<file path="config.mk">
export PLATFORM = sky130hd
export DESIGN_NAME = rob_branch_resolve
export DESIGN_NICKNAME = d
export VERILOG_FILES = /design/src/source/rob_pkg.sv /design/src/source/rob_branch_resolve.sv
export VERILOG_INCLUDE_DIRS = /design/src /design/src/source
export SDC_FILE = /design/constraint.sdc
export NUM_CORES = 1
export LEC_CHECK = 0
export BUFFER_PORTS_ARGS = -buffer_cell sky130_fd_sc_hd__buf_2
export CAP_MARGIN = 20
export CORE_AREA = 10 10 535 537
export DETAILED_ROUTE_END_ITERATION = 10
export DIE_AREA = 0 0 545 547
export PLACE_DENSITY = 0.3
export SLEW_MARGIN = 30
export SYNTH_ARGS = -nofsm -noshare
export SYNTH_HDL_FRONTEND = slang
export SYNTH_SLANG_ARGS = --single-unit
</file>
<file path="constraint.sdc">
create_clock -name vclk -period 2.8
set_clock_uncertainty 0.2 [all_clocks]
set_input_delay 0.14 -clock vclk [all_inputs]
set_output_delay 0.14 -clock vclk [all_outputs]
set_load 0.02 [all_outputs]
</file>
<file path="src/source/rob_defs.svh">
`ifndef ROB_DEFS_SVH
`define ROB_DEFS_SVH

// buffer geometry
`define ROB_DEPTH 64
`define ROB_IDX_W 6

// index plus one wrap bit, so full and empty can be told apart
`define ROB_PTR_W 7

// four-wide front end
`define ROB_GRP_W 4

// retire window from the head
`define ROB_RET_W 4

// physical register number
`define PREG_W 6

// recovery pc kept per branch
`define RCVR_PC_W 16

`endif

</file>
<file path="src/source/rob_pkg.sv">
`include "rob_defs.svh"

package rob_pkg;

    // branch view of an entry payload
    typedef struct packed {
        logic [`RCVR_PC_W-1:0] rcvr_pc;
        logic                  pred_tkn;
        logic [1:0]            cond;
    } brnc_info_t;

    // register view, padded out to the branch view width
    typedef struct packed {
        logic [`RCVR_PC_W+3-`PREG_W-1:0] pad;
        logic [`PREG_W-1:0]              free_preg;
    } reg_info_t;

    // the entry's branch bit selects the view
    typedef union packed {
        brnc_info_t brnc;
        reg_info_t  reg_wr;
    } rob_payload_u;

    typedef struct packed {
        logic         brnc;
        logic         reg_wrt;
        rob_payload_u payload;
    } rob_slot_t;

    // slot 0 is the oldest instruction of the group
    typedef rob_slot_t [`ROB_GRP_W-1:0] alloc_grp_t;

    typedef struct packed {
        logic                  vld;
        logic [`ROB_IDX_W-1:0] idx;
    } cmpl_t;

    // a zero compare result means nothing arrives this cycle
    typedef struct packed {
        logic [`ROB_IDX_W-1:0] idx;
        logic [1:0]            cmp_rslt;
    } brnc_rslt_t;

    typedef struct packed {
        logic                  mis_pred;
        logic [`ROB_IDX_W-1:0] brnc_idx;
        logic [`RCVR_PC_W-1:0] rcvr_pc;
    } rcvr_t;

    typedef struct packed {
        logic [2:0]                         cnt;
        logic [`ROB_RET_W-1:0][`PREG_W-1:0] preg;
    } free_list_t;

    typedef struct packed {
        logic [`ROB_PTR_W-1:0] head_ptr;
        logic [2:0]            cnt;
    } retire_t;

endpackage

</file>
<file path="src/source/rob_branch_resolve.sv">
`timescale 1ns/1ps
`include "rob_defs.svh"

module rob_branch_resolve (
    input  rob_pkg::brnc_rslt_t                    brnc_rslt,
    input  logic [`ROB_DEPTH-1:0]                  vld_vec,
    input  logic [`ROB_DEPTH-1:0]                  brnc_vec,
    input  rob_pkg::rob_payload_u [`ROB_DEPTH-1:0] payload,
    output rob_pkg::rcvr_t                         rcvr,
    output logic                                   brnc_ok
);

    rob_pkg::brnc_info_t info;
    logic                is_brnc;
    logic                actual_tkn;

    // stored entry is a branch, so read the branch view
    assign info = payload[brnc_rslt.idx].brnc;

    always_comb begin
        is_brnc = (brnc_rslt.cmp_rslt != 2'b00)
               && vld_vec[brnc_rslt.idx]
               && brnc_vec[brnc_rslt.idx];

        // taken when the compare result matches the stored condition
        actual_tkn = (info.cond == brnc_rslt.cmp_rslt);

        rcvr.mis_pred = is_brnc && (info.pred_tkn != actual_tkn);
        rcvr.brnc_idx = brnc_rslt.idx;
        rcvr.rcvr_pc  = info.rcvr_pc;
        brnc_ok       = is_brnc && (info.pred_tkn == actual_tkn);

        // results only come back for branches still in flight
        a_rslt_on_brnc: assert ((brnc_rslt.cmp_rslt == 2'b00) || is_brnc)
            else $error("branch result for an entry that is not a valid branch");
    end

endmodule

</file>
==> impl_results.md <==
- Total Routing Usage GR: 12.93%
- Register area: 0 sq um
- Initial Util: 3.770%
- FILL cells: 32133
- Mapped cell area: 10390 sq um
- Gate Count Post-Synth: 678
- Seq/Total Area, Yosys: 0%
- Tmin final: 3.399 ns
- Final period util: 121.4%
- Syn Nets: 2030
- Crit path cell chain: buf_8 -> buf_4 -> buf_4 -> nand2_1 -> buf_4 -> o22ai_4 -> a211oi_4 -> nor4_4 -> xnor2_2 -> a2111oi_4 -> buf_4 -> mux2i_4 -> buf_6 -> buf_12
- Tot Pwr: 4.657 mW
- Hold EP: rcvr[16]
- Setup crit start kind: input pin
- DR pass1 iterations: 5
- Hold Path Depth: 3
- Num ports: 1376
- Core Area: 275500 sq um
- Routed WL: 206200 um
- Die area: 298100 sq um
- Die W: 545 um
- RSZ-0062 raised after global routing: true
- Vias: 16707
- Power per cell area: 187.1 nW/um^2
- Origin of the worst setup path: brnc_rslt[3]
- Multi-input combinational cell area: 10010 sq um
- Distinct cells, synth: 46
- Slew headroom: 33.62%
- Final setup viols: 18
- GPL Wtd Cong: 0.9727
- Vias per cell: 2.795
- First DRT Iteration DRCs: 1421
- Worst Path Max Fanout: 8
- Port bufs: 1376
- Pleak: 9.932 nW
- Clock buf count: 0
- Crit-path leading delay family: buffers and inverters
- F_max: 294.2 MHz
- CP bufs+invs: 7
- Worst setup path class: in -> out
- Worst EP required: 2.46 ns
- Area growth from synthesis to layout: 139.6%
- Die Span Y: 547 um
- # hold bufs at CTS: 0
- Critical Path AT: 3.06 ns
- Max stage delay on crit path: 0.50 ns
- Failing checks: setup timing
- Worst VDD drop: 0.07628 mV
- Post-route ant nets: 0
- Launch point of the worst hold path: brnc_rslt[2]
- Crit end category: output port
- Post-route setup slack: -0.5987 ns
- Post-Syn Area per Cell: 15.32 sq um
- Vias in the first global route: 17520
- Nets: 3523
- First-pass GRT wire length: 243000 um
- Synth warnings: 0
- Num rows: 193
- Final hold violation count: 0
- Layout cells sized above 1: 92.81%
- HP Class: in -> out
- Initial antenna violation count: 267
- Congestion Overflow GR: 0
- Seq_cells: 0
- Status: finished, violations left
- Max-slew violations: 0
- Max-Cap Viols: 0
- Detailed-route DRC error count: 0
- Worst Tran Pin Value: 0.9957 ns
- Largest net degree at the start of global routing: 67
- Fin Setup TNS: -8.185 ns
- CP most frequent cell: buf_4
- Slowest-stage cell, CP: a211oi_4
- WL/cell: 34.50 um
- DP HPWL: 194300 um
-- layout by cell type (no fill, tap or decap), drive strengths merged, types with 4 or more instances in the layout --
cell	instances
nor2b	4
a31oi	6
nand3	26
diode	103
o21ai	14
mux4	384
o211ai	10
buf	1598
o2111ai	4
mux2	6
nand4	5
nand2	37
a221oi	4
mux2i	19
nor2	4
inv	5
-- through the flow --
stage | setup slack, ns | hold WS (ns) | cell area (sq um) | std cells | util, %
final | -0.5987 | 0.5502 | 24890 | 5977 | 9.033
after global routing | -0.6698 | 0.5629 | 24690 | 5899 | 8.962
after CTS | -0.6649 | 0.5691 | 24410 | 5867 | 8.859
after detailed placement | -0.8329 | 0.6119 | 23380 | 5822 | 8.485
after global placement | -0.8591 | 0.6072 | 23380 | 5822 | 8.485
after floorplan | -0.002454 | 0.1926 | 10560 | 678 | -
-- power breakdown --
part	total (mW)	internal [mW]	switching (mW)
clock network	0.00000512	0.00000512	0
registers	0	0	0
logic	4.66	2.36	2.30
total	4.66	2.36	2.30
-- how the worst max path moves through the flow --
| stage | end | slack, ns | depth (start not counted) |
|---|---|---|---|
| 2_1_floorplan | rcvr[22] | -0.002 | 9 |
| 3_3_place_gp | rcvr[22] | -0.86 | 13 |
| 3_5_place_dp | rcvr[10] | -0.83 | 8 |
| 4_1_cts | rcvr[22] | -0.66 | 12 |
| 5_1_grt | rcvr[22] | -0.67 | 13 |
| 6_report | rcvr[22] | -0.60 | 14 |
-- cells in the mapped netlist, drive strengths merged, types with 3 or more instances --
cell type  instances  share of area (%)
a221oi             4               0.34
buf               64                3.5
nand3             26                1.3
nand4              5               0.30
a221o              3               0.29
o211ai            10               0.72
nor2b              4               0.24
o211a              3               0.29
nand2             37                1.3
mux4             384                 83
a31oi              6               0.36
inv                4               0.14
nand3b             3               0.22
o2111ai            4               0.34
a211oi             3               0.22
o21ai             14               0.67
mux2               6               0.65
o22ai              3               0.18
mux2i             19                1.8
clkbuf            45                1.6
a2111oi            3               0.31
nor2               4               0.14
-- layer usage --
metal / routed length (um) / global-route usage (%) / part of all wire [%]
met3: 26830 / 6.657 / 13
met1: 79320 / 15.09 / 38
met4: 2802 / 0.9910 / 1.4
met5: 909 / 0 / 0.44
met2: 96340 / 21.91 / 47
-- worst min-delay path, stage by stage --
cell and delay [ns]:
buf_16 0.14, buf_4 0.17, buf_2 0.16
-- cell type report --
cell class / instances / area share [%]
Multi-Input combinational cell: 563 / 40.20
Timing Repair Buffer: 1600 / 40.01
Tap cell: 3705 / 18.63
Antenna cell: 103 / 1.036
Inverter: 6 / 0.1257
-- cells by family (layout without fill, tap and decap cells) --
| family | count (synthesis) | in the layout | synth area share (%) |
|---|---|---|---|
| mux | 409 | 409 | 85.74 |
| buf+inv | 115 | 1606 | 5.336 |
| simple gates | 90 | 90 | 4.276 |
| compound gates | 62 | 62 | 4.481 |
| xor+xnor | 2 | 2 | 0.1687 |
| other cells | 0 | 103 | 0 |
-- what timing repair did --
action,4_1_cts,5_1_grt
pin swaps,9,6
buffers inserted,45,11
endpoints found under the setup margin,18,18
gates cloned,2,1
gates resized for setup,116,36
(Power assumes the default switching activity.)
