### config.mk
export PLATFORM = sky130hd
export DESIGN_NAME = rob_alloc
export DESIGN_NICKNAME = d
export VERILOG_FILES = /design/src/source/rob_pkg.sv /design/src/source/rob_alloc.sv
export VERILOG_INCLUDE_DIRS = /design/src /design/src/source
export SDC_FILE = /design/constraint.sdc
export NUM_CORES = 1
export LEC_CHECK = 0
export ABC_AREA = 0
export BUFFER_PORTS_ARGS = -buffer_cell sky130_fd_sc_hd__buf_2
export CAP_MARGIN = 25
export CORE_UTILIZATION = 56
export DETAILED_ROUTE_END_ITERATION = 8
export PLACE_DENSITY = 0.88
export SETUP_SLACK_MARGIN = 0.3
export SLEW_MARGIN = 20
export SYNTH_ARGS = -nofsm -noshare
export SYNTH_HDL_FRONTEND = slang
export SYNTH_SLANG_ARGS = --single-unit
### constraint.sdc
create_clock -name clk -period 5.8 [get_ports clk]
set_clock_uncertainty 0.1 [all_clocks]
set_input_delay 1.16 -clock clk [delete_from_list [all_inputs] [get_ports clk]]
set_output_delay 1.16 -clock clk [all_outputs]
set_load 0.01 [all_outputs]
### src/source/rob_defs.svh
`ifndef ROB_DEFS_SVH
`define ROB_DEFS_SVH

// buffer geometry
`define ROB_DEPTH 64
`define ROB_IDX_W 6

// index plus one wrap bit, so full and empty can be told apart
`define ROB_PTR_W 7

// four-wide front end
`define ROB_GRP_W 4

// retire window from the head
`define ROB_RET_W 4

// physical register number
`define PREG_W 6

// recovery pc kept per branch
`define RCVR_PC_W 16

`endif

### src/source/rob_pkg.sv
`include "rob_defs.svh"

package rob_pkg;

    // branch view of an entry payload
    typedef struct packed {
        logic [`RCVR_PC_W-1:0] rcvr_pc;
        logic                  pred_tkn;
        logic [1:0]            cond;
    } brnc_info_t;

    // register view, padded out to the branch view width
    typedef struct packed {
        logic [`RCVR_PC_W+3-`PREG_W-1:0] pad;
        logic [`PREG_W-1:0]              free_preg;
    } reg_info_t;

    // the entry's branch bit selects the view
    typedef union packed {
        brnc_info_t brnc;
        reg_info_t  reg_wr;
    } rob_payload_u;

    typedef struct packed {
        logic         brnc;
        logic         reg_wrt;
        rob_payload_u payload;
    } rob_slot_t;

    // slot 0 is the oldest instruction of the group
    typedef rob_slot_t [`ROB_GRP_W-1:0] alloc_grp_t;

    typedef struct packed {
        logic                  vld;
        logic [`ROB_IDX_W-1:0] idx;
    } cmpl_t;

    // a zero compare result means nothing arrives this cycle
    typedef struct packed {
        logic [`ROB_IDX_W-1:0] idx;
        logic [1:0]            cmp_rslt;
    } brnc_rslt_t;

    typedef struct packed {
        logic                  mis_pred;
        logic [`ROB_IDX_W-1:0] brnc_idx;
        logic [`RCVR_PC_W-1:0] rcvr_pc;
    } rcvr_t;

    typedef struct packed {
        logic [2:0]                         cnt;
        logic [`ROB_RET_W-1:0][`PREG_W-1:0] preg;
    } free_list_t;

    typedef struct packed {
        logic [`ROB_PTR_W-1:0] head_ptr;
        logic [2:0]            cnt;
    } retire_t;

endpackage

### src/source/rob_alloc.sv
`timescale 1ns/1ps
`include "rob_defs.svh"

module rob_alloc (
    input  logic                  clk,
    input  logic                  rst_n,
    input  logic                  alloc_vld,
    input  logic                  mis_pred,
    input  logic [`ROB_IDX_W-1:0] mis_pred_idx,
    input  rob_pkg::retire_t      retire,
    output logic [`ROB_PTR_W-1:0] tail_ptr,
    output logic                  alloc_fire,
    output logic                  rob_full_stll,
    output logic                  rob_empt
);

    logic [`ROB_PTR_W-1:0] occ;
    logic [`ROB_IDX_W-1:0] brnc_dist;
    logic [`ROB_PTR_W-1:0] rbk_tail;

    // wrap bit makes the subtraction exact up to a full buffer
    assign occ = tail_ptr - retire.head_ptr;

    // stall as soon as a whole group no longer fits
    assign rob_full_stll = (occ > (`ROB_DEPTH - `ROB_GRP_W));
    assign rob_empt      = (occ == '0);

    // a group in the same cycle as a flush belongs to the wrong path
    assign alloc_fire = alloc_vld && !rob_full_stll && !mis_pred;

    // branch lies in [head, tail), so measure it from the head
    assign brnc_dist = mis_pred_idx - retire.head_ptr[`ROB_IDX_W-1:0];
    assign rbk_tail  = retire.head_ptr + {1'b0, brnc_dist} + `ROB_PTR_W'(1);

    always_ff @(posedge clk or negedge rst_n) begin
        if (!rst_n) begin
            tail_ptr <= '0;
        end else if (mis_pred) begin
            // restart right behind the mispredicted branch
            tail_ptr <= rbk_tail;
        end else if (alloc_fire) begin
            tail_ptr <= tail_ptr + `ROB_PTR_W'(`ROB_GRP_W);
        end
    end

    // head from the retire stage must never overtake the tail
    a_occ_in_range: assert property (
        @(posedge clk) disable iff (!rst_n)
        (occ <= `ROB_DEPTH) && (`ROB_PTR_W'(retire.cnt) <= occ)
    ) else $error("rob occupancy out of range: %0d", occ);

endmodule

==> results of run 1 <==
power by group:
part / switching (µW) / internal [µW] / total (µW)
Sequential: 26.3 / 69.2 / 95.5
Combinational: 209 / 182 / 390
Clock: 16.1 / 26.1 / 42.3
cell type report:
type                       count  share of cell area (%)
sequential                     7                    13.5
clock buffer                   4                    2.02
multi-input combinational    100                    68.4
timing repair buffer          26                    10.0
tap                           25                    2.40
inverter                      13                    3.75
routing by layer:
layer	global-route usage, %	part of all wire (%)	vias to the layer above
met2	42.2	51	17
met3	3.53	1.8	4
met5	0	0	-
met1	30.1	45	436
li1	-	-	490
met4	7.43	1.5	0
how the worst max path moves through the flow:
stage | end | cells after the start | slack (ns)
global route | alloc_fire | 11 | 1.17
finish | alloc_fire | 11 | 1.39
floorplan | alloc_fire | 9 | 1.73
global placement | alloc_fire | 11 | 1.40
CTS | alloc_fire | 11 | 1.38
detailed placement | alloc_fire | 11 | 1.38
cell usage in the layout, fill, tap and decap left out, types with 2 or more instances in the layout:
cell type / netlist / final
nand2_1: 5 / 5
o21ai_0: 2 / 2
xnor2_1: 9 / 9
buf_2: 0 / 26
fa_1: 3 / 3
inv_1: 12 / 12
and4_1: 2 / 2
o21a_1: 2 / 2
nor2_1: 7 / 7
mux2i_1: 3 / 3
dfrtp_1: 7 / 7
clkbuf_4: 0 / 3
a21oi_1: 5 / 5
o21bai_1: 2 / 2
nor2b_1: 3 / 3
o21ai_1: 2 / 2
nand3_1: 3 / 3
xor2_1: 9 / 9
ha_1: 18 / 18
a21o_1: 7 / 7
worst reg2reg max path: cells and delay by family (launching register included):
| family | cells | cell delay [ns] |
|---|---|---|
| fa+ha+maj | 2 | 0.55 |
| flops | 1 | 0.37 |
| compound gates | 3 | 0.69 |
| simple gates | 3 | 0.70 |
| xor+xnor | 1 | 0.18 |
| buf+inv | 2 | 0.13 |
stage by stage:
step / hold slack [ns] / area (µm²)
6_report: 0.469 / 1300
3_5_place_dp: 0.461 / 1270
5_1_grt: 0.531 / 1300
2_1_floorplan: 0.474 / 1120
4_1_cts: 0.467 / 1300
3_3_place_gp: 0.438 / 1270
logic make-up after synthesis:
family / Yosys count / share of synthesized area (%)
AOI/OAI and AO/OA: 27 / 17.7
buffers and inverters: 14 / 4.70
DFF: 7 / 15.7
muxes: 4 / 3.70
xor gates and xnor gates: 19 / 16.6
adders and majority gates: 21 / 25.5
and+or+nand+nor: 29 / 16.1
==> flow_summary.json, run 1 <==
{
  "outcome": "completed",
  "synth_top_area_share_pct": 20.2,
  "largest_reg_flops": 7,
  "clockRootBuffer": "clkbuf_4",
  "stdcell_count": 175,
  "hpwl_um": 1920,
  "yosysMostFrequentCell": "ha_1",
  "multi_input_area_um2": 890,
  "drv_cap": 0,
  "cts_buffers": 3,
  "ir_drop_v": 0.000210,
  "drive_gt1_share_pct": 25.3,
  "r2r-end": "tail_ptr[4]",
  "crit_family": "compound AO/OA/AOI/OAI gates",
  "vias": 947,
  "yosys-top-cells-count": "ha_1, inv_1, xnor2_1, xor2_1",
  "max_slew_margin_pct": 74.3,
  "drc_errors": 0,
  "antenna_found_initial": 0,
  "min_period_ns": 4.41,
  "finalWirelength_um": 2190,
  "hp-start": "tail_ptr[0]",
  "cts.path.max_buffers": 2,
  "cts_resized": 0,
  "drt-initial-drc-count": 10,
  "grt_setup_unrepaired": "false",
  "whs_path_depth": 2,
  "drv_slew": 0,
  "synth-main-ff-cell": "dfrtp_1",
  "p_leak_uw": 0.000668,
  "clk_latency_ns": 0.25,
  "seq_area_frac_synth_pct": 15.7,
  "synth_nets": 162,
  "max_stage_delay_ns": 0.39,
  "synth-seq-cells": 7,
  "synth_area_leaders": "ha_1, dfrtp_1, xnor2_1, xor2_1, fa_1",
  "avgSynthCellArea_um2": 9.23,
  "cts.clk_slew.worst_paths_ns": 0.05,
  "cp-startpoint": "retire[3]",
  "cts_hold_buf": 0,
  "rows": 15,
  "hold_end": "tail_ptr[0]",
  "core-area_mm2": 0.00180,
  "worst_pin_slew_ns": 0.383,
  "dp_cells": 171,
  "grt_pass1_wl_um": 3690,
  "path_class": "input pin to output pin",
  "die_y_um": 46.7,
  "io-pin-count": 30,
  "grt_max_degree": 15,
  "top_regs": "tail_ptr: 7 flops",
  "area_growth_pct": 16.5,
  "async_reset_ff_share_pct": 100,
  "final_util_pct": 72.2,
  "crit_chain": "buf_2 > ha_1 > inv_1 > fa_1 > a211oi_1 > o21bai_1 > a21oi_2 > xnor2_4 > nand3_4 > nor2_1 > buf_2",
  "cp-end-kind": "output pin",
  "start_util_pct": 62.0,
  "finalHoldViolations": 0,
  "cts_tree": "done",
  "top_register": "tail_ptr",
  "cp_data_required_time_ns": 4.54,
  "netlist.top_cell.by_area": "ha_1",
  "port_buffers": 26,
  "synth_enable_flop_cells": 0,
  "overflow": 0,
  "die_area_mm2": 0.00218,
  "slowest_stage": "fa_1",
  "gp_congestion": 0.808,
  "yosys_warnings": 0,
  "hold_path_class": "register to register",
  "grt_pass1_vias": 916,
  "syn_inst": 121,
  "worst-r2r-cell-count": 11,
  "clock-sinks": 7,
  "ff2ff_setup_slack_ns": 3.00,
  "fin_crit_sh_pct": 76.1,
  "wl_per_cell_um": 12.5,
  "path_common_cell": "buf_2",
  "vias_per_cell": 5.41,
  "nets": 192,
  "diodes": 0,
  "cp_num_buf_inv": 3,
  "synth_cell_types": 38,
  "worstPathMaxFanout": 5,
  "seq_area_um2": 175,
  "die_x_um": 46.7,
  "setup_ws_ns": 1.39,
  "worst_r2r_startpoint": "tail_ptr[0]",
  "power_uw": 528,
  "htree_levels": 1,
  "power.density_mw_per_mm2": 406,
  "fill_cells": 153,
  "final_antenna_net_count": 0,
  "cts_setup_buffers": 0,
  "startpoint_type": "input pin",
  "fmax_mhz": 227,
  "finalSetupTns_ns": 0,
  "place_ws_ns": 1.38,
  "setup_viol": 0,
  "crit_arrival_ns": 3.15,
  "first_pass_iters": 3,
  "grt.total_usage_pct": 24.1,
  "synth.cell_area_mm2": 0.00112
}
Power figures use the tool's default switching activity.
==> run 2, diff against run 1 <==
--- a/config.mk
+++ b/config.mk
@@ -9,9 +9,9 @@
 export ABC_AREA = 0
 export BUFFER_PORTS_ARGS = -buffer_cell sky130_fd_sc_hd__buf_2
 export CAP_MARGIN = 25
-export CORE_UTILIZATION = 56
+export CORE_UTILIZATION = 52
 export DETAILED_ROUTE_END_ITERATION = 8
-export PLACE_DENSITY = 0.88
+export PLACE_DENSITY = 0.83
 export SETUP_SLACK_MARGIN = 0.3
 export SLEW_MARGIN = 20
 export SYNTH_ARGS = -nofsm -noshare
==> constraint.sdc (replaced) <==
create_clock -name clk -period 4.2 [get_ports clk]
set_clock_uncertainty 0.1 [all_clocks]
set_input_delay 0.84 -clock clk [delete_from_list [all_inputs] [get_ports clk]]
set_output_delay 0.84 -clock clk [all_outputs]
set_load 0.01 [all_outputs]
==> run 2 against run 1 <==
Via count down 1.6%. Clock power up 44%. Die area up 7.4%. Global-route usage down 3.2 points. Critical path depth unchanged. Sequential share of layout area down 0.077 points. Worst setup slack worse by 0.88 ns. First-iteration DRC count down 30%. Final area up 0.58%. Combinational power up 38%. Hold slack worse by 0.17 ns. Count of clock-buffer cells in the layout unchanged. Critical path type unchanged.
==> flow_summary.json, run 2 (synthesis gave the netlist of run 1 again) <==
{
  "grt.total_usage_pct": 20.9,
  "vias_per_cell": 5.27,
  "grt_pass1_wl_um": 3750,
  "finalSetupTns_ns": 0,
  "r2r-end": "tail_ptr[4]",
  "drv_cap": 0,
  "finalHoldViolations": 0,
  "die_y_um": 48.4,
  "final_cell_mix": "buf_2, ha_1, inv_1",
  "io-pin-count": 30,
  "wl_per_cell_um": 12.2,
  "htree_levels": 1,
  "cts_hold_buf": 0,
  "path_class": "input pin to output pin",
  "min_period_ns": 3.70,
  "overflow": 0,
  "setup_viol": 0,
  "clk_latency_ns": 0.25,
  "grt_setup_unrepaired": "false",
  "final_antenna_net_count": 0,
  "cp-startpoint": "retire[3]",
  "area_growth_pct": 17.1,
  "antenna_found_initial": 0,
  "grt_max_degree": 15,
  "clockRootBuffer": "clkbuf_4",
  "vias": 932,
  "rows": 16,
  "max_slew_margin_pct": 74.4,
  "ir_drop_v": 0.000295,
  "swShare_pct": 47.6,
  "max_stage_delay_ns": 0.41,
  "cts.clk_slew.worst_paths_ns": 0.05,
  "hpwl_um": 1900,
  "fin_crit_sh_pct": 88.0,
  "fmax_mhz": 271,
  "worstPathMaxFanout": 5,
  "p_seq_share_pct": 18.3,
  "comb_power_share_pct": 73.3,
  "worst-r2r-cell-count": 11,
  "cts.path.max_buffers": 2,
  "cts_buffers": 3,
  "cts_tree": "done",
  "core-area_mm2": 0.00198,
  "top_regs": "tail_ptr: 7 flops",
  "cell_internal_pwr_uw": 384,
  "gp_congestion": 0.795,
  "p_leak_uw": 0.000669,
  "fill_cells": 169,
  "drive_gt1_share_pct": 26.0,
  "worst_r2r_startpoint": "tail_ptr[0]",
  "startpoint_type": "input pin",
  "cp-end-kind": "output pin",
  "drt-initial-drc-count": 7,
  "path_depth": 11,
  "nets": 192,
  "drc_errors": 0,
  "power.switching_uw": 349,
  "largest_reg_flops": 7,
  "final_common_cell": "buf_2",
  "die_area_mm2": 0.00234,
  "crit_arrival_ns": 2.76,
  "first_pass_iters": 4,
  "outcome": "completed",
  "drv_slew": 0,
  "crit_chain": "buf_2 > ha_1 > inv_1 > fa_1 > a211oi_2 > o21bai_1 > a21oi_2 > xnor2_4 > nand3_4 > nor2_1 > buf_2",
  "finalWirelength_um": 2150,
  "path_common_cell": "buf_2",
  "hold_path_class": "input pin to asynchronous set/reset pin",
  "port_buffers": 26,
  "grt_pass1_vias": 934,
  "worst_pin_slew_ns": 0.383,
  "slowest_stage": "fa_1",
  "clock-sinks": 7,
  "start_util_pct": 56.4,
  "cp_data_required_time_ns": 3.26,
  "die_x_um": 48.4,
  "ff2ff_setup_slack_ns": 1.47,
  "final_util_pct": 66.0,
  "power.density_mw_per_mm2": 560,
  "p_clk_share_pct": 8.3,
  "cp_num_buf_inv": 3,
  "top_register": "tail_ptr",
  "crit_family": "compound AO/OA/AOI/OAI gates",
  "diodes": 0
}
-- run 2: cell counts in the layout (fill, tap and decap cells not counted) --
Identical to the previous run, type by type.
-- run 2: per-layer routing --
layer	GRT usage, %	wire, µm
met5	0	0
met4	10.8	36
met3	4.72	64
met2	39.4	1160
met1	21.3	891
-- run 2: cell type report --
class,count,area (µm²),share of cell area [%]
multi-input cells,100,895,68.4
well taps,27,33.8,2.58
inverters,13,48.8,3.73
flip-flops and latches,7,175,13.4
clock buffers,4,26.3,2.01
repair buffers,26,130,9.94
-- run 2: how the worst max path moves through the flow --
stage	slack, ns	to
after global routing	0.30	alloc_fire
after CTS	0.42	alloc_fire
after detailed placement	0.43	alloc_fire
after floorplan	0.77	alloc_fire
after global placement	0.43	alloc_fire
final	0.50	alloc_fire
-- run 2: power groups by stage --
stage	logic, µW	registers [µW]	clock network, µW
global placement	514	131	0
floorplan	405	140	0
detailed placement	534	135	0
global route	604	137	65.9
CTS	537	134	62.2
finish	537	134	61.0
-- run 2: worst register-to-register path, stage by stage, from the launching register on --
cell and delay (ns):
dfrtp_1 0.37, inv_1 0.07, ha_1 0.16, inv_1 0.05
fa_1 0.41, a211oi_2 0.23, o21bai_1 0.13, a21oi_2 0.24
xnor2_4 0.18, nand3_4 0.14, or4b_1 0.48, nand3_1 0.09
-- run 2: per-stage QoR --
stage	power (µW)	setup slack [ns]	hold slack, ns	area (µm²)	cells
after floorplan	544	0.771	0.444	1120	121
after global routing	807	0.304	0.307	1310	177
after global placement	644	0.430	0.440	1280	173
final	732	0.505	0.304	1310	177
after CTS	733	0.416	0.305	1300	177
after detailed placement	668	0.431	0.452	1280	173
-- run 2: what timing repair did --
item | in CTS | in global routing
setup endpoints to repair | 0 | 1
gates resized for setup | 0 | 1
buffers inserted | 0 | 0
