--- src/source/rob_defs.svh ---
`ifndef ROB_DEFS_SVH
`define ROB_DEFS_SVH

// buffer geometry
`define ROB_DEPTH 64
`define ROB_IDX_W 6

// index plus one wrap bit, so full and empty can be told apart
`define ROB_PTR_W 7

// four-wide front end
`define ROB_GRP_W 4

// retire window from the head
`define ROB_RET_W 4

// physical register number
`define PREG_W 6

// recovery pc kept per branch
`define RCVR_PC_W 16

`endif

--- src/source/rob_pkg.sv ---
`include "rob_defs.svh"

package rob_pkg;

    // branch view of an entry payload
    typedef struct packed {
        logic [`RCVR_PC_W-1:0] rcvr_pc;
        logic                  pred_tkn;
        logic [1:0]            cond;
    } brnc_info_t;

    // register view, padded out to the branch view width
    typedef struct packed {
        logic [`RCVR_PC_W+3-`PREG_W-1:0] pad;
        logic [`PREG_W-1:0]              free_preg;
    } reg_info_t;

    // the entry's branch bit selects the view
    typedef union packed {
        brnc_info_t brnc;
        reg_info_t  reg_wr;
    } rob_payload_u;

    typedef struct packed {
        logic         brnc;
        logic         reg_wrt;
        rob_payload_u payload;
    } rob_slot_t;

    // slot 0 is the oldest instruction of the group
    typedef rob_slot_t [`ROB_GRP_W-1:0] alloc_grp_t;

    typedef struct packed {
        logic                  vld;
        logic [`ROB_IDX_W-1:0] idx;
    } cmpl_t;

    // a zero compare result means nothing arrives this cycle
    typedef struct packed {
        logic [`ROB_IDX_W-1:0] idx;
        logic [1:0]            cmp_rslt;
    } brnc_rslt_t;

    typedef struct packed {
        logic                  mis_pred;
        logic [`ROB_IDX_W-1:0] brnc_idx;
        logic [`RCVR_PC_W-1:0] rcvr_pc;
    } rcvr_t;

    typedef struct packed {
        logic [2:0]                         cnt;
        logic [`ROB_RET_W-1:0][`PREG_W-1:0] preg;
    } free_list_t;

    typedef struct packed {
        logic [`ROB_PTR_W-1:0] head_ptr;
        logic [2:0]            cnt;
    } retire_t;

endpackage

--- src/source/rob_retire.sv ---
`timescale 1ns/1ps
`include "rob_defs.svh"

module rob_retire (
    input  logic                                   clk,
    input  logic                                   rst_n,
    input  logic [`ROB_DEPTH-1:0]                  vld_vec,
    input  logic [`ROB_DEPTH-1:0]                  done_vld_vec,
    input  logic [`ROB_DEPTH-1:0]                  reg_wrt_vec,
    input  rob_pkg::rob_payload_u [`ROB_DEPTH-1:0] payload,
    output rob_pkg::retire_t                       retire,
    output rob_pkg::free_list_t                    free_list
);

    localparam int IDX_W = `ROB_IDX_W;

    logic [`ROB_PTR_W-1:0] head_ptr;
    logic [2:0]            ret_cnt;

    // find the longest ready prefix and pack freed regs along the way
    always_comb begin
        logic [IDX_W-1:0] idx;
        logic             stop;
        logic [2:0]       n_free;

        ret_cnt   = '0;
        n_free    = '0;
        stop      = 1'b0;
        free_list = '0;
        for (int k = 0; k < `ROB_RET_W; k++) begin
            idx = head_ptr[IDX_W-1:0] + IDX_W'(k);
            if (!stop && vld_vec[idx] && done_vld_vec[idx]) begin
                ret_cnt = ret_cnt + 3'd1;
                if (reg_wrt_vec[idx]) begin
                    free_list.preg[n_free[1:0]] = payload[idx].reg_wr.free_preg;
                    n_free = n_free + 3'd1;
                end
            end else begin
                // first unfinished entry blocks everything behind it
                stop = 1'b1;
            end
        end
        free_list.cnt = n_free;
    end

    assign retire.head_ptr = head_ptr;
    assign retire.cnt      = ret_cnt;

    always_ff @(posedge clk or negedge rst_n) begin
        if (!rst_n) begin
            head_ptr <= '0;
        end else begin
            head_ptr <= head_ptr + `ROB_PTR_W'(ret_cnt);
        end
    end

    // valid entries always start at the head
    a_head_valid: assert property (
        @(posedge clk) disable iff (!rst_n)
        vld_vec[head_ptr[IDX_W-1:0]] || (vld_vec == '0)
    ) else $error("entry at the head is invalid while others are valid");

endmodule

--- config.mk ---
export PLATFORM = sky130hd
export DESIGN_NAME = rob_retire
export DESIGN_NICKNAME = d
export VERILOG_FILES = /design/src/source/rob_pkg.sv /design/src/source/rob_retire.sv
export VERILOG_INCLUDE_DIRS = /design/src /design/src/source
export SDC_FILE = /design/constraint.sdc
export NUM_CORES = 1
export LEC_CHECK = 0
export ABC_AREA = 1
export BUFFER_PORTS_ARGS = -buffer_cell sky130_fd_sc_hd__buf_2
export CAP_MARGIN = 0
export CORE_AREA = 2 2 558 560
export CTS_CLUSTER_SIZE = 40
export DETAILED_ROUTE_END_ITERATION = 10
export DIE_AREA = 0 0 560 562
export HOLD_SLACK_MARGIN = 0.12
export PLACE_DENSITY_LB_ADDON = 0.3
export SLEW_MARGIN = 20
export SYNTH_ARGS = -nofsm -noshare
export SYNTH_HDL_FRONTEND = slang
export SYNTH_SLANG_ARGS = --single-unit
--- constraint.sdc ---
create_clock -name clk -period 6.69 [get_ports clk]
set_clock_uncertainty 0.05 [all_clocks]
set_input_delay 1.338 -clock clk [delete_from_list [all_inputs] [get_ports clk]]
set_output_delay 1.338 -clock clk [all_outputs]
set_load 0.02 [all_outputs]
==> results of run 1 <==
metrics by stage:
step | cells | setup WS (ps) | hold slack [ps] | instance area, um^2
finish | 8689 | 274 | 415 | 27700
detailed placement | 8656 | 134 | 402 | 27400
global route | 8676 | 1.90 | 425 | 27600
global placement | 8656 | 103 | 408 | 27400
CTS | 8660 | 42.5 | 416 | 27500
floorplan | 4180 | 525 | 528 | 19700
routing by layer:
metal | GRT usage [%] | up-vias | part of all wire [%] | routed length (um)
li1 | - | 14700 | - | -
met1 | 15.0 | 14200 | 46 | 82400
met2 | 17.7 | 1431 | 46 | 81600
met3 | 1.61 | 250 | 6.4 | 11400
met4 | 1.45 | 30 | 1.8 | 3170
met5 | 0 | - | 0.11 | 205
cell families (layout without fill, tap and decap cells):
group                      count (synthesis)  in the layout  synth area share, %
adders and majority gates                 20             20                 1.31
other                                      0             25                    0
and+or+nand+nor                         2982           2982                 65.7
buffers and inverters                    542            906                 12.7
xor gates and xnor gates                  17             17                 1.13
AOI/OAI and AO/OA                        610            610                 18.2
muxes                                      2              2                0.101
DFF                                        7              7                0.887
placed cells by master, fill, tap and decap left out, types with 3 or more instances in the layout:
cell | netlist | routed
diode_2 | 0 | 25
or2_2 | 126 | 126
nand4_1 | 18 | 18
clkbuf_16 | 0 | 3
nor2_1 | 49 | 48
inv_4 | 0 | 5
buf_2 | 130 | 603
nand2_2 | 9 | 10
nand3b_1 | 3 | 3
o21a_1 | 5 | 5
nand3_1 | 1012 | 1012
inv_1 | 168 | 162
ha_1 | 19 | 17
o21ai_1 | 41 | 37
buf_4 | 24 | 82
or2_1 | 4 | 4
a31oi_1 | 12 | 12
o21ai_2 | 1 | 5
xor2_4 | 1 | 9
o211ai_1 | 190 | 190
o21ai_0 | 308 | 307
nor2_4 | 4 | 5
nand2_1 | 1745 | 1743
xor2_1 | 10 | 7
buf_12 | 0 | 26
dfrtp_4 | 0 | 4
inv_2 | 17 | 15
a21oi_1 | 48 | 48
final cells by class:
cell class              count  share of cell area (%)
clock buffers               4                   0.285
flip-flops and latches      7                   0.692
multi-input cells        3631                    62.3
repair buffers            714                    15.1
well taps                4120                    18.6
diodes                     25                   0.226
inverters                 188                    2.73
what timing repair did:
action | in CTS | in global routing
gates resized for setup | 1 | 16
pin swaps | 0 | 3
endpoints found under the setup margin | 3 | 27
setup buffers | 0 | 4
gates cloned | 0 | 0
hold buffers | 0 | 0
power by group through the flow:
stage / Clock, mW / Sequential (mW) / Combinational (mW)
finish: 0.103 / 0.186 / 20.1
global route: 0.107 / 0.192 / 22.2
CTS: 0.104 / 0.189 / 20.6
detailed placement: 0 / 0.189 / 20.5
global placement: 0 / 0.190 / 20.5
floorplan: 0 / 0.115 / 11.7
worst max-delay path by stage:
stage,endpoint,from,slack (ps),cells after the start
2_1_floorplan,free_list[13],head_ptr[1]$_DFF_PN0_,530,29
3_3_place_gp,free_list[3],vld_vec[40],100,23
3_5_place_dp,free_list[3],vld_vec[40],130,23
4_1_cts,free_list[3],head_ptr[0]$_DFF_PN0_,40,24
5_1_grt,free_list[9],done_vld_vec[34],2,22
6_report,free_list[9],done_vld_vec[20],270,23
==> metrics.cfg, run 1 <==
[floorplan]
io_pins = 1447
rows = 204
core_area_um2 = 308000
start_util_pct = 6.40
die_area_um2 = 315000
die_h_um = 562
die_w_um = 560

[timing]
min_period_ps = 6420
finalSetupViolCount = 0
fmax_mhz = 156
period_share_pct = 95.9
rsz0062_at_grt = no
hold_viol = 0
worst-slew-pin-transition_ps = 939
max_slew_margin_pct = 37.4
slew_viol_final = 0
setup_tns_ps = 0

[synthesis]
yosys_warnings = 0
yosysMostFrequentCell = nand2_1
async_flop_share_pct = 100
synth_flop_cell = dfrtp_1
synth_cells = 4180
synth_edf_count = 0
synth_top_area_share_pct = 33.2
synth.distinct_cells = 47
syn_nets = 5610
netlist_area_um2 = 19700
synth_area_leaders = nand2_1, nand3_1, o21ai_0
syn_area_per_cell_um2 = 4.72
ys_ff_latch = 7
yosysSeqAreaShare_pct = 0.887
synth_largest_area_cell = nand2_1
ys_top_cells_by_count = nand2_1, nand3_1, o21ai_0

[finish]
multi_input_area_um2 = 17200
fin_util_pct = 8.98
regArea_um2 = 191
largest_reg_flops = 7
regMostFlops = head_ptr
fin_nets = 5975
area_growth_pct = 40.2
reg_top3 = head_ptr (7)
fill_cells = 37100
drive_above_1_share_pct = 20.2

[pwr]
totalPowerFinal_mw = 20.4
p_leak_nw = 12.1
p_switching_mw = 14.9
pwr-share-comb_pct = 98.6
power_density_nw_per_um2 = 738
power_switching_share_pct = 72.8
max-vdd-ir-drop_uv = 373
pwr-share-seq_pct = 0.9
internal_power_mw = 5.55
clkPwrFrac_pct = 0.5

[setup_path]
cp_slowest_cell = o21ai_1
r2r_end = head_ptr[6]$_DFF_PN0_
ff2ff_path_depth = 25
crit_family = simple AND/OR/NAND/NOR gates
cp_cell_sequence = buf_2, inv_1, o21ai_1, nand2_1, nand2_1, nand3_1, nand2_1, nand2_1, nand3b_1, nand2_1, nor2_4, ha_1, nand3_1, nand2_1, ha_1, or2_1, nand2_1, ha_1, nand4_4, clkinv_1, nand2_1, nand2_1, buf_2
path_class = input pin to output port
crit_required_ps = 5300
startpoint_type = input pin
worst-path-buf-inv = 4
cpPeakStageDelay_ps = 490
worstReg2RegStart = head_ptr[0]$_DFF_PN0_
end_kind = output port
arrival_ps = 5030
rrSetupSlack_ps = 1260
path_max_fanout = 7
cpMostUsedCell = nand2_1

[clock_network]
clk_pin_slew_worst_paths_ps = 30
cts_root_buf = clkbuf_16
clockBufferDepth = 2
cts_tree = done
cts.sinks = 7
h-tree-depth = 1
cts_buffers = 3
clock_latency_ps = 230

[flow_run]
drv_cap = 0

[detailed_routing]
drtAntennaViolNets = 0
drc = 0
drtIter0Drc = 3344
dr.pass1.iters = 6
vias_per_cell = 3.52
routedWlPerCell_um = 20.6
postRouteWirelength_mm = 179
vias = 30600

[placement]
portBuffers = 614
hpwlAfterDp_mm = 147
place.gp.congestion = 0.816

[global_routing]
gr-total-overflow = 0
grt_max_degree = 169
grt_antenna_before_repair = 115
grt_use_total_pct = 10.8
grt_pass1_wl_mm = 237
first_global_vias = 27400

[outcome]
run_status = finished, final reports clean

[hold_path]
hp-class = flip-flop to flip-flop
hold_start = head_ptr[6]$_DFF_PN0_
min_path_cells = 1
hold_end = head_ptr[6]$_DFF_PN0_

(Power assumes the default switching activity.)
==> inputs of run 2 (changes only) <==
--- a/config.mk
+++ b/config.mk
@@ -9,12 +9,14 @@
 export ABC_AREA = 1
 export BUFFER_PORTS_ARGS = -buffer_cell sky130_fd_sc_hd__buf_2
 export CAP_MARGIN = 0
+export CELL_PAD_IN_SITES_DETAIL_PLACEMENT = 0
+export CELL_PAD_IN_SITES_GLOBAL_PLACEMENT = 1
 export CORE_AREA = 2 2 558 560
 export CTS_CLUSTER_SIZE = 40
 export DETAILED_ROUTE_END_ITERATION = 10
 export DIE_AREA = 0 0 560 562
 export HOLD_SLACK_MARGIN = 0.12
-export PLACE_DENSITY_LB_ADDON = 0.3
+export PLACE_DENSITY_LB_ADDON = 0.1
 export SLEW_MARGIN = 20
 export SYNTH_ARGS = -nofsm -noshare
 export SYNTH_HDL_FRONTEND = slang
==> run 2 against run 1 <==
Combinational power increased by 10%. Fmax shrank 0.69%. Total power rose by 9.3%. Cell count is 0.99% higher. Utilization rose by 0.23 points.
==> metrics.cfg, run 2 (synthesized netlist as in run 1, its figures left out) <==
[outcome]
run_status = finished, final reports clean

[finish]
reg_top3 = head_ptr (7)
layout_common_cells = nand2_1, nand3_1, buf_2
final_cell_area_um2 = 28400  ; +2.6%
area_growth_pct = 43.8
layout_commonest_cell = nand2_1
drive_above_1_share_pct = 21.9  ; +1.7 points
regArea_um2 = 191  ; unchanged
fill_cells = 37000  ; -0.38%
fin_nets = 6065  ; +1.5%
multi_input_area_um2 = 17300  ; +0.17%
regMostFlops = head_ptr
largest_reg_flops = 7  ; unchanged

[detailed_routing]
drtIter0Drc = 2222  ; -34%
routedWlPerCell_um = 24.1  ; +17%
drtAntennaViolNets = 0  ; unchanged
wl_met3_mm = 7.85  ; -31%
drc = 0  ; unchanged
routed.top_layer = met5
dr_wl_met2_mm = 101  ; +24%
dr.pass1.iters = 5  ; -1
vias_per_cell = 3.49  ; -0.75%
postRouteWirelength_mm = 212  ; +18%
wl_met1_mm = 100  ; +22%
vias = 30700  ; +0.24%

[clock_network]
cts_hold_buf = 0  ; unchanged
clk_pin_slew_worst_paths_ps = 50  ; +20 ps
clock_latency_ps = 250  ; +20 ps
cts_tree = done
clockBufferDepth = 2  ; unchanged
cts.sinks = 7  ; unchanged
h-tree-depth = 1  ; unchanged
cts_buffers = 3  ; unchanged
cts_root_buf = clkbuf_16

[pwr]
p_switching_mw = 16.2  ; +9.1%
max-vdd-ir-drop_uv = 616  ; +65%
pwr-share-seq_pct = 0.6  ; -0.3 points
pwr-share-comb_pct = 98.9  ; +0.3 points
internal_power_mw = 6.10  ; +9.9%
p_leak_nw = 12.6  ; +4.1%
clkPwrFrac_pct = 0.5  ; about the same
power_density_nw_per_um2 = 786  ; +6.6%
power_switching_share_pct = 72.7  ; -0.15 points

[timing]
setup_slack_ps = 229  ; -44.8 ps
setup_tns_ps = 0  ; unchanged
fmax_mhz = 155  ; -0.69%
min_period_ps = 6460  ; +44.8 ps
max_slew_margin_pct = 28.2  ; -9.2 points
hold_viol = 0  ; unchanged
slew_viol_final = 0  ; unchanged
worst-slew-pin-transition_ps = 1070  ; +135 ps
holdWs_ps = 417  ; +2.92 ps
period_share_pct = 96.6  ; +0.67 points
finalSetupViolCount = 0  ; unchanged

[global_routing]
grt_max_degree = 221  ; +31%
grt_pass1_wl_mm = 275  ; +16%
grt_use_total_pct = 12.7  ; +2.0 points
first_global_vias = 29500  ; +7.5%
grt_antenna_before_repair = 90  ; -22%
gr-total-overflow = 0  ; unchanged

[setup_path]
r2r_end = head_ptr[6]$_DFF_PN0_
crit_required_ps = 5300  ; about the same
path_class = flip-flop to output port
cpPeakStageDelay_ps = 870  ; +380 ps
cp_cell_sequence = buf_4, ha_1, xnor2_4, buf_12, buf_6, buf_4, nand3_1, nand3_1, nand3_1, nand2_1, nor2_2, nand2_1, nand2_4, nand2_1, inv_2, ha_1, nand2_1, nor2_4, buf_4, nand2_4, xor2_1, buf_2
arrival_ps = 5070  ; +40 ps
cpMostUsedCell = nand2_1
ff2ff_path_depth = 28  ; +12%
crit_family = buffers and inverters
end_kind = output port
cp_slowest_cell = xor2_1
path_max_fanout = 11  ; +4
rrSetupSlack_ps = 590  ; -670 ps
worstReg2RegStart = head_ptr[0]$_DFF_PN0_
worst-path-buf-inv = 7  ; +3
startpoint_type = flip-flop

[hold_path]
min_path_cells = 1  ; unchanged
hold_end = head_ptr[6]$_DFF_PN0_
hold_start = head_ptr[6]$_DFF_PN0_
hp-class = flip-flop to flip-flop

[floorplan]
start_util_pct = 6.40  ; unchanged
die_h_um = 562  ; unchanged
die_w_um = 560  ; unchanged
die_area_um2 = 315000  ; unchanged
io_pins = 1447  ; unchanged
core_area_um2 = 308000  ; unchanged
rows = 204  ; unchanged

[placement]
portBuffers = 614  ; unchanged
hpwlAfterDp_mm = 172  ; +17%
place.gp.congestion = 0.761  ; -6.8%
placed_area_um2 = 28000  ; +2.1%
pre_cts_ws_ps = -173  ; -307 ps

[flow_run]
drv_cap = 0  ; unchanged

-- run 2: changes by cell type in the layout (fill, tap and decap cells not counted), moves of 3 or more --
| cell | delta |
|---|---|
| buf_2 | +11 |
| buf_4 | +74 |
| buf_6 | +7 |
| diode_2 | -4 |
| o21ai_0 | -5 |
| o21ai_1 | +3 |
| o21ai_2 | +3 |
-- run 2: layout make-up --
type,instances,area share (%)
multi-input cells,3631,60.9
repair buffers,804,17.2
flip-flops and latches,7,0.674
inverters,188,2.66
clock buffers,4,0.278
diodes,21,0.185
well taps,4120,18.2
-- run 2: per-layer routing --
layer  global-route usage [%]  vias up
li1                         -    14900
met1                     17.6    14700
met2                     22.1      896
met3                     1.24      129
met4                    0.865       30
met5                        0        -
-- run 2: how the worst max path moves through the flow --
stage,startpoint,end,cells past startpoint
2_1_floorplan,head_ptr[1]$_DFF_PN0_,free_list[13],29
3_3_place_gp,reg_wrt_vec[25],free_list[12],23
3_5_place_dp,reg_wrt_vec[25],free_list[3],24
4_1_cts,reg_wrt_vec[24],free_list[3],26
5_1_grt,head_ptr[0]$_DFF_PN0_,free_list[9],20
6_report,head_ptr[0]$_DFF_PN0_,retire[0],22
-- run 2: worst reg2reg max path, delay by kind of cell (launching register included) --
family / cells / cell delay, ps
and+or+nand+nor: 12 / 1750
buffers and inverters: 8 / 1510
xor gates and xnor gates: 3 / 1190
adders and majority gates: 4 / 910
DFF: 1 / 500
AOI/OAI and AO/OA: 1 / 100
-- run 2: timing repair --
action	in CTS	in global routing
pin swaps	1	1
gates cloned	0	1
endpoints found under the setup margin	22	24
setup buffers	5	1
gates resized for setup	14	24
-- run 2: power by group through the flow --
stage | Sequential [mW] | Clock [mW] | Combinational [mW]
after floorplan | 0.115 | 0 | 11.7
after global placement | 0.172 | 0 | 22.8
after detailed placement | 0.172 | 0 | 22.7
after CTS | 0.145 | 0.117 | 22.9
after global routing | 0.148 | 0.120 | 24.4
final | 0.143 | 0.113 | 22.1
-- run 2: stage by stage --
| stage | power [mW] | instances | util [%] |
|---|---|---|---|
| CTS | 23.2 | 8752 | 9.15 |
| global route | 24.7 | 8758 | 9.20 |
| global placement | 23.0 | 8743 | 9.09 |
| finish | 22.3 | 8775 | 9.21 |
| floorplan | 11.8 | 4180 | - |
| detailed placement | 22.9 | 8743 | 9.09 |
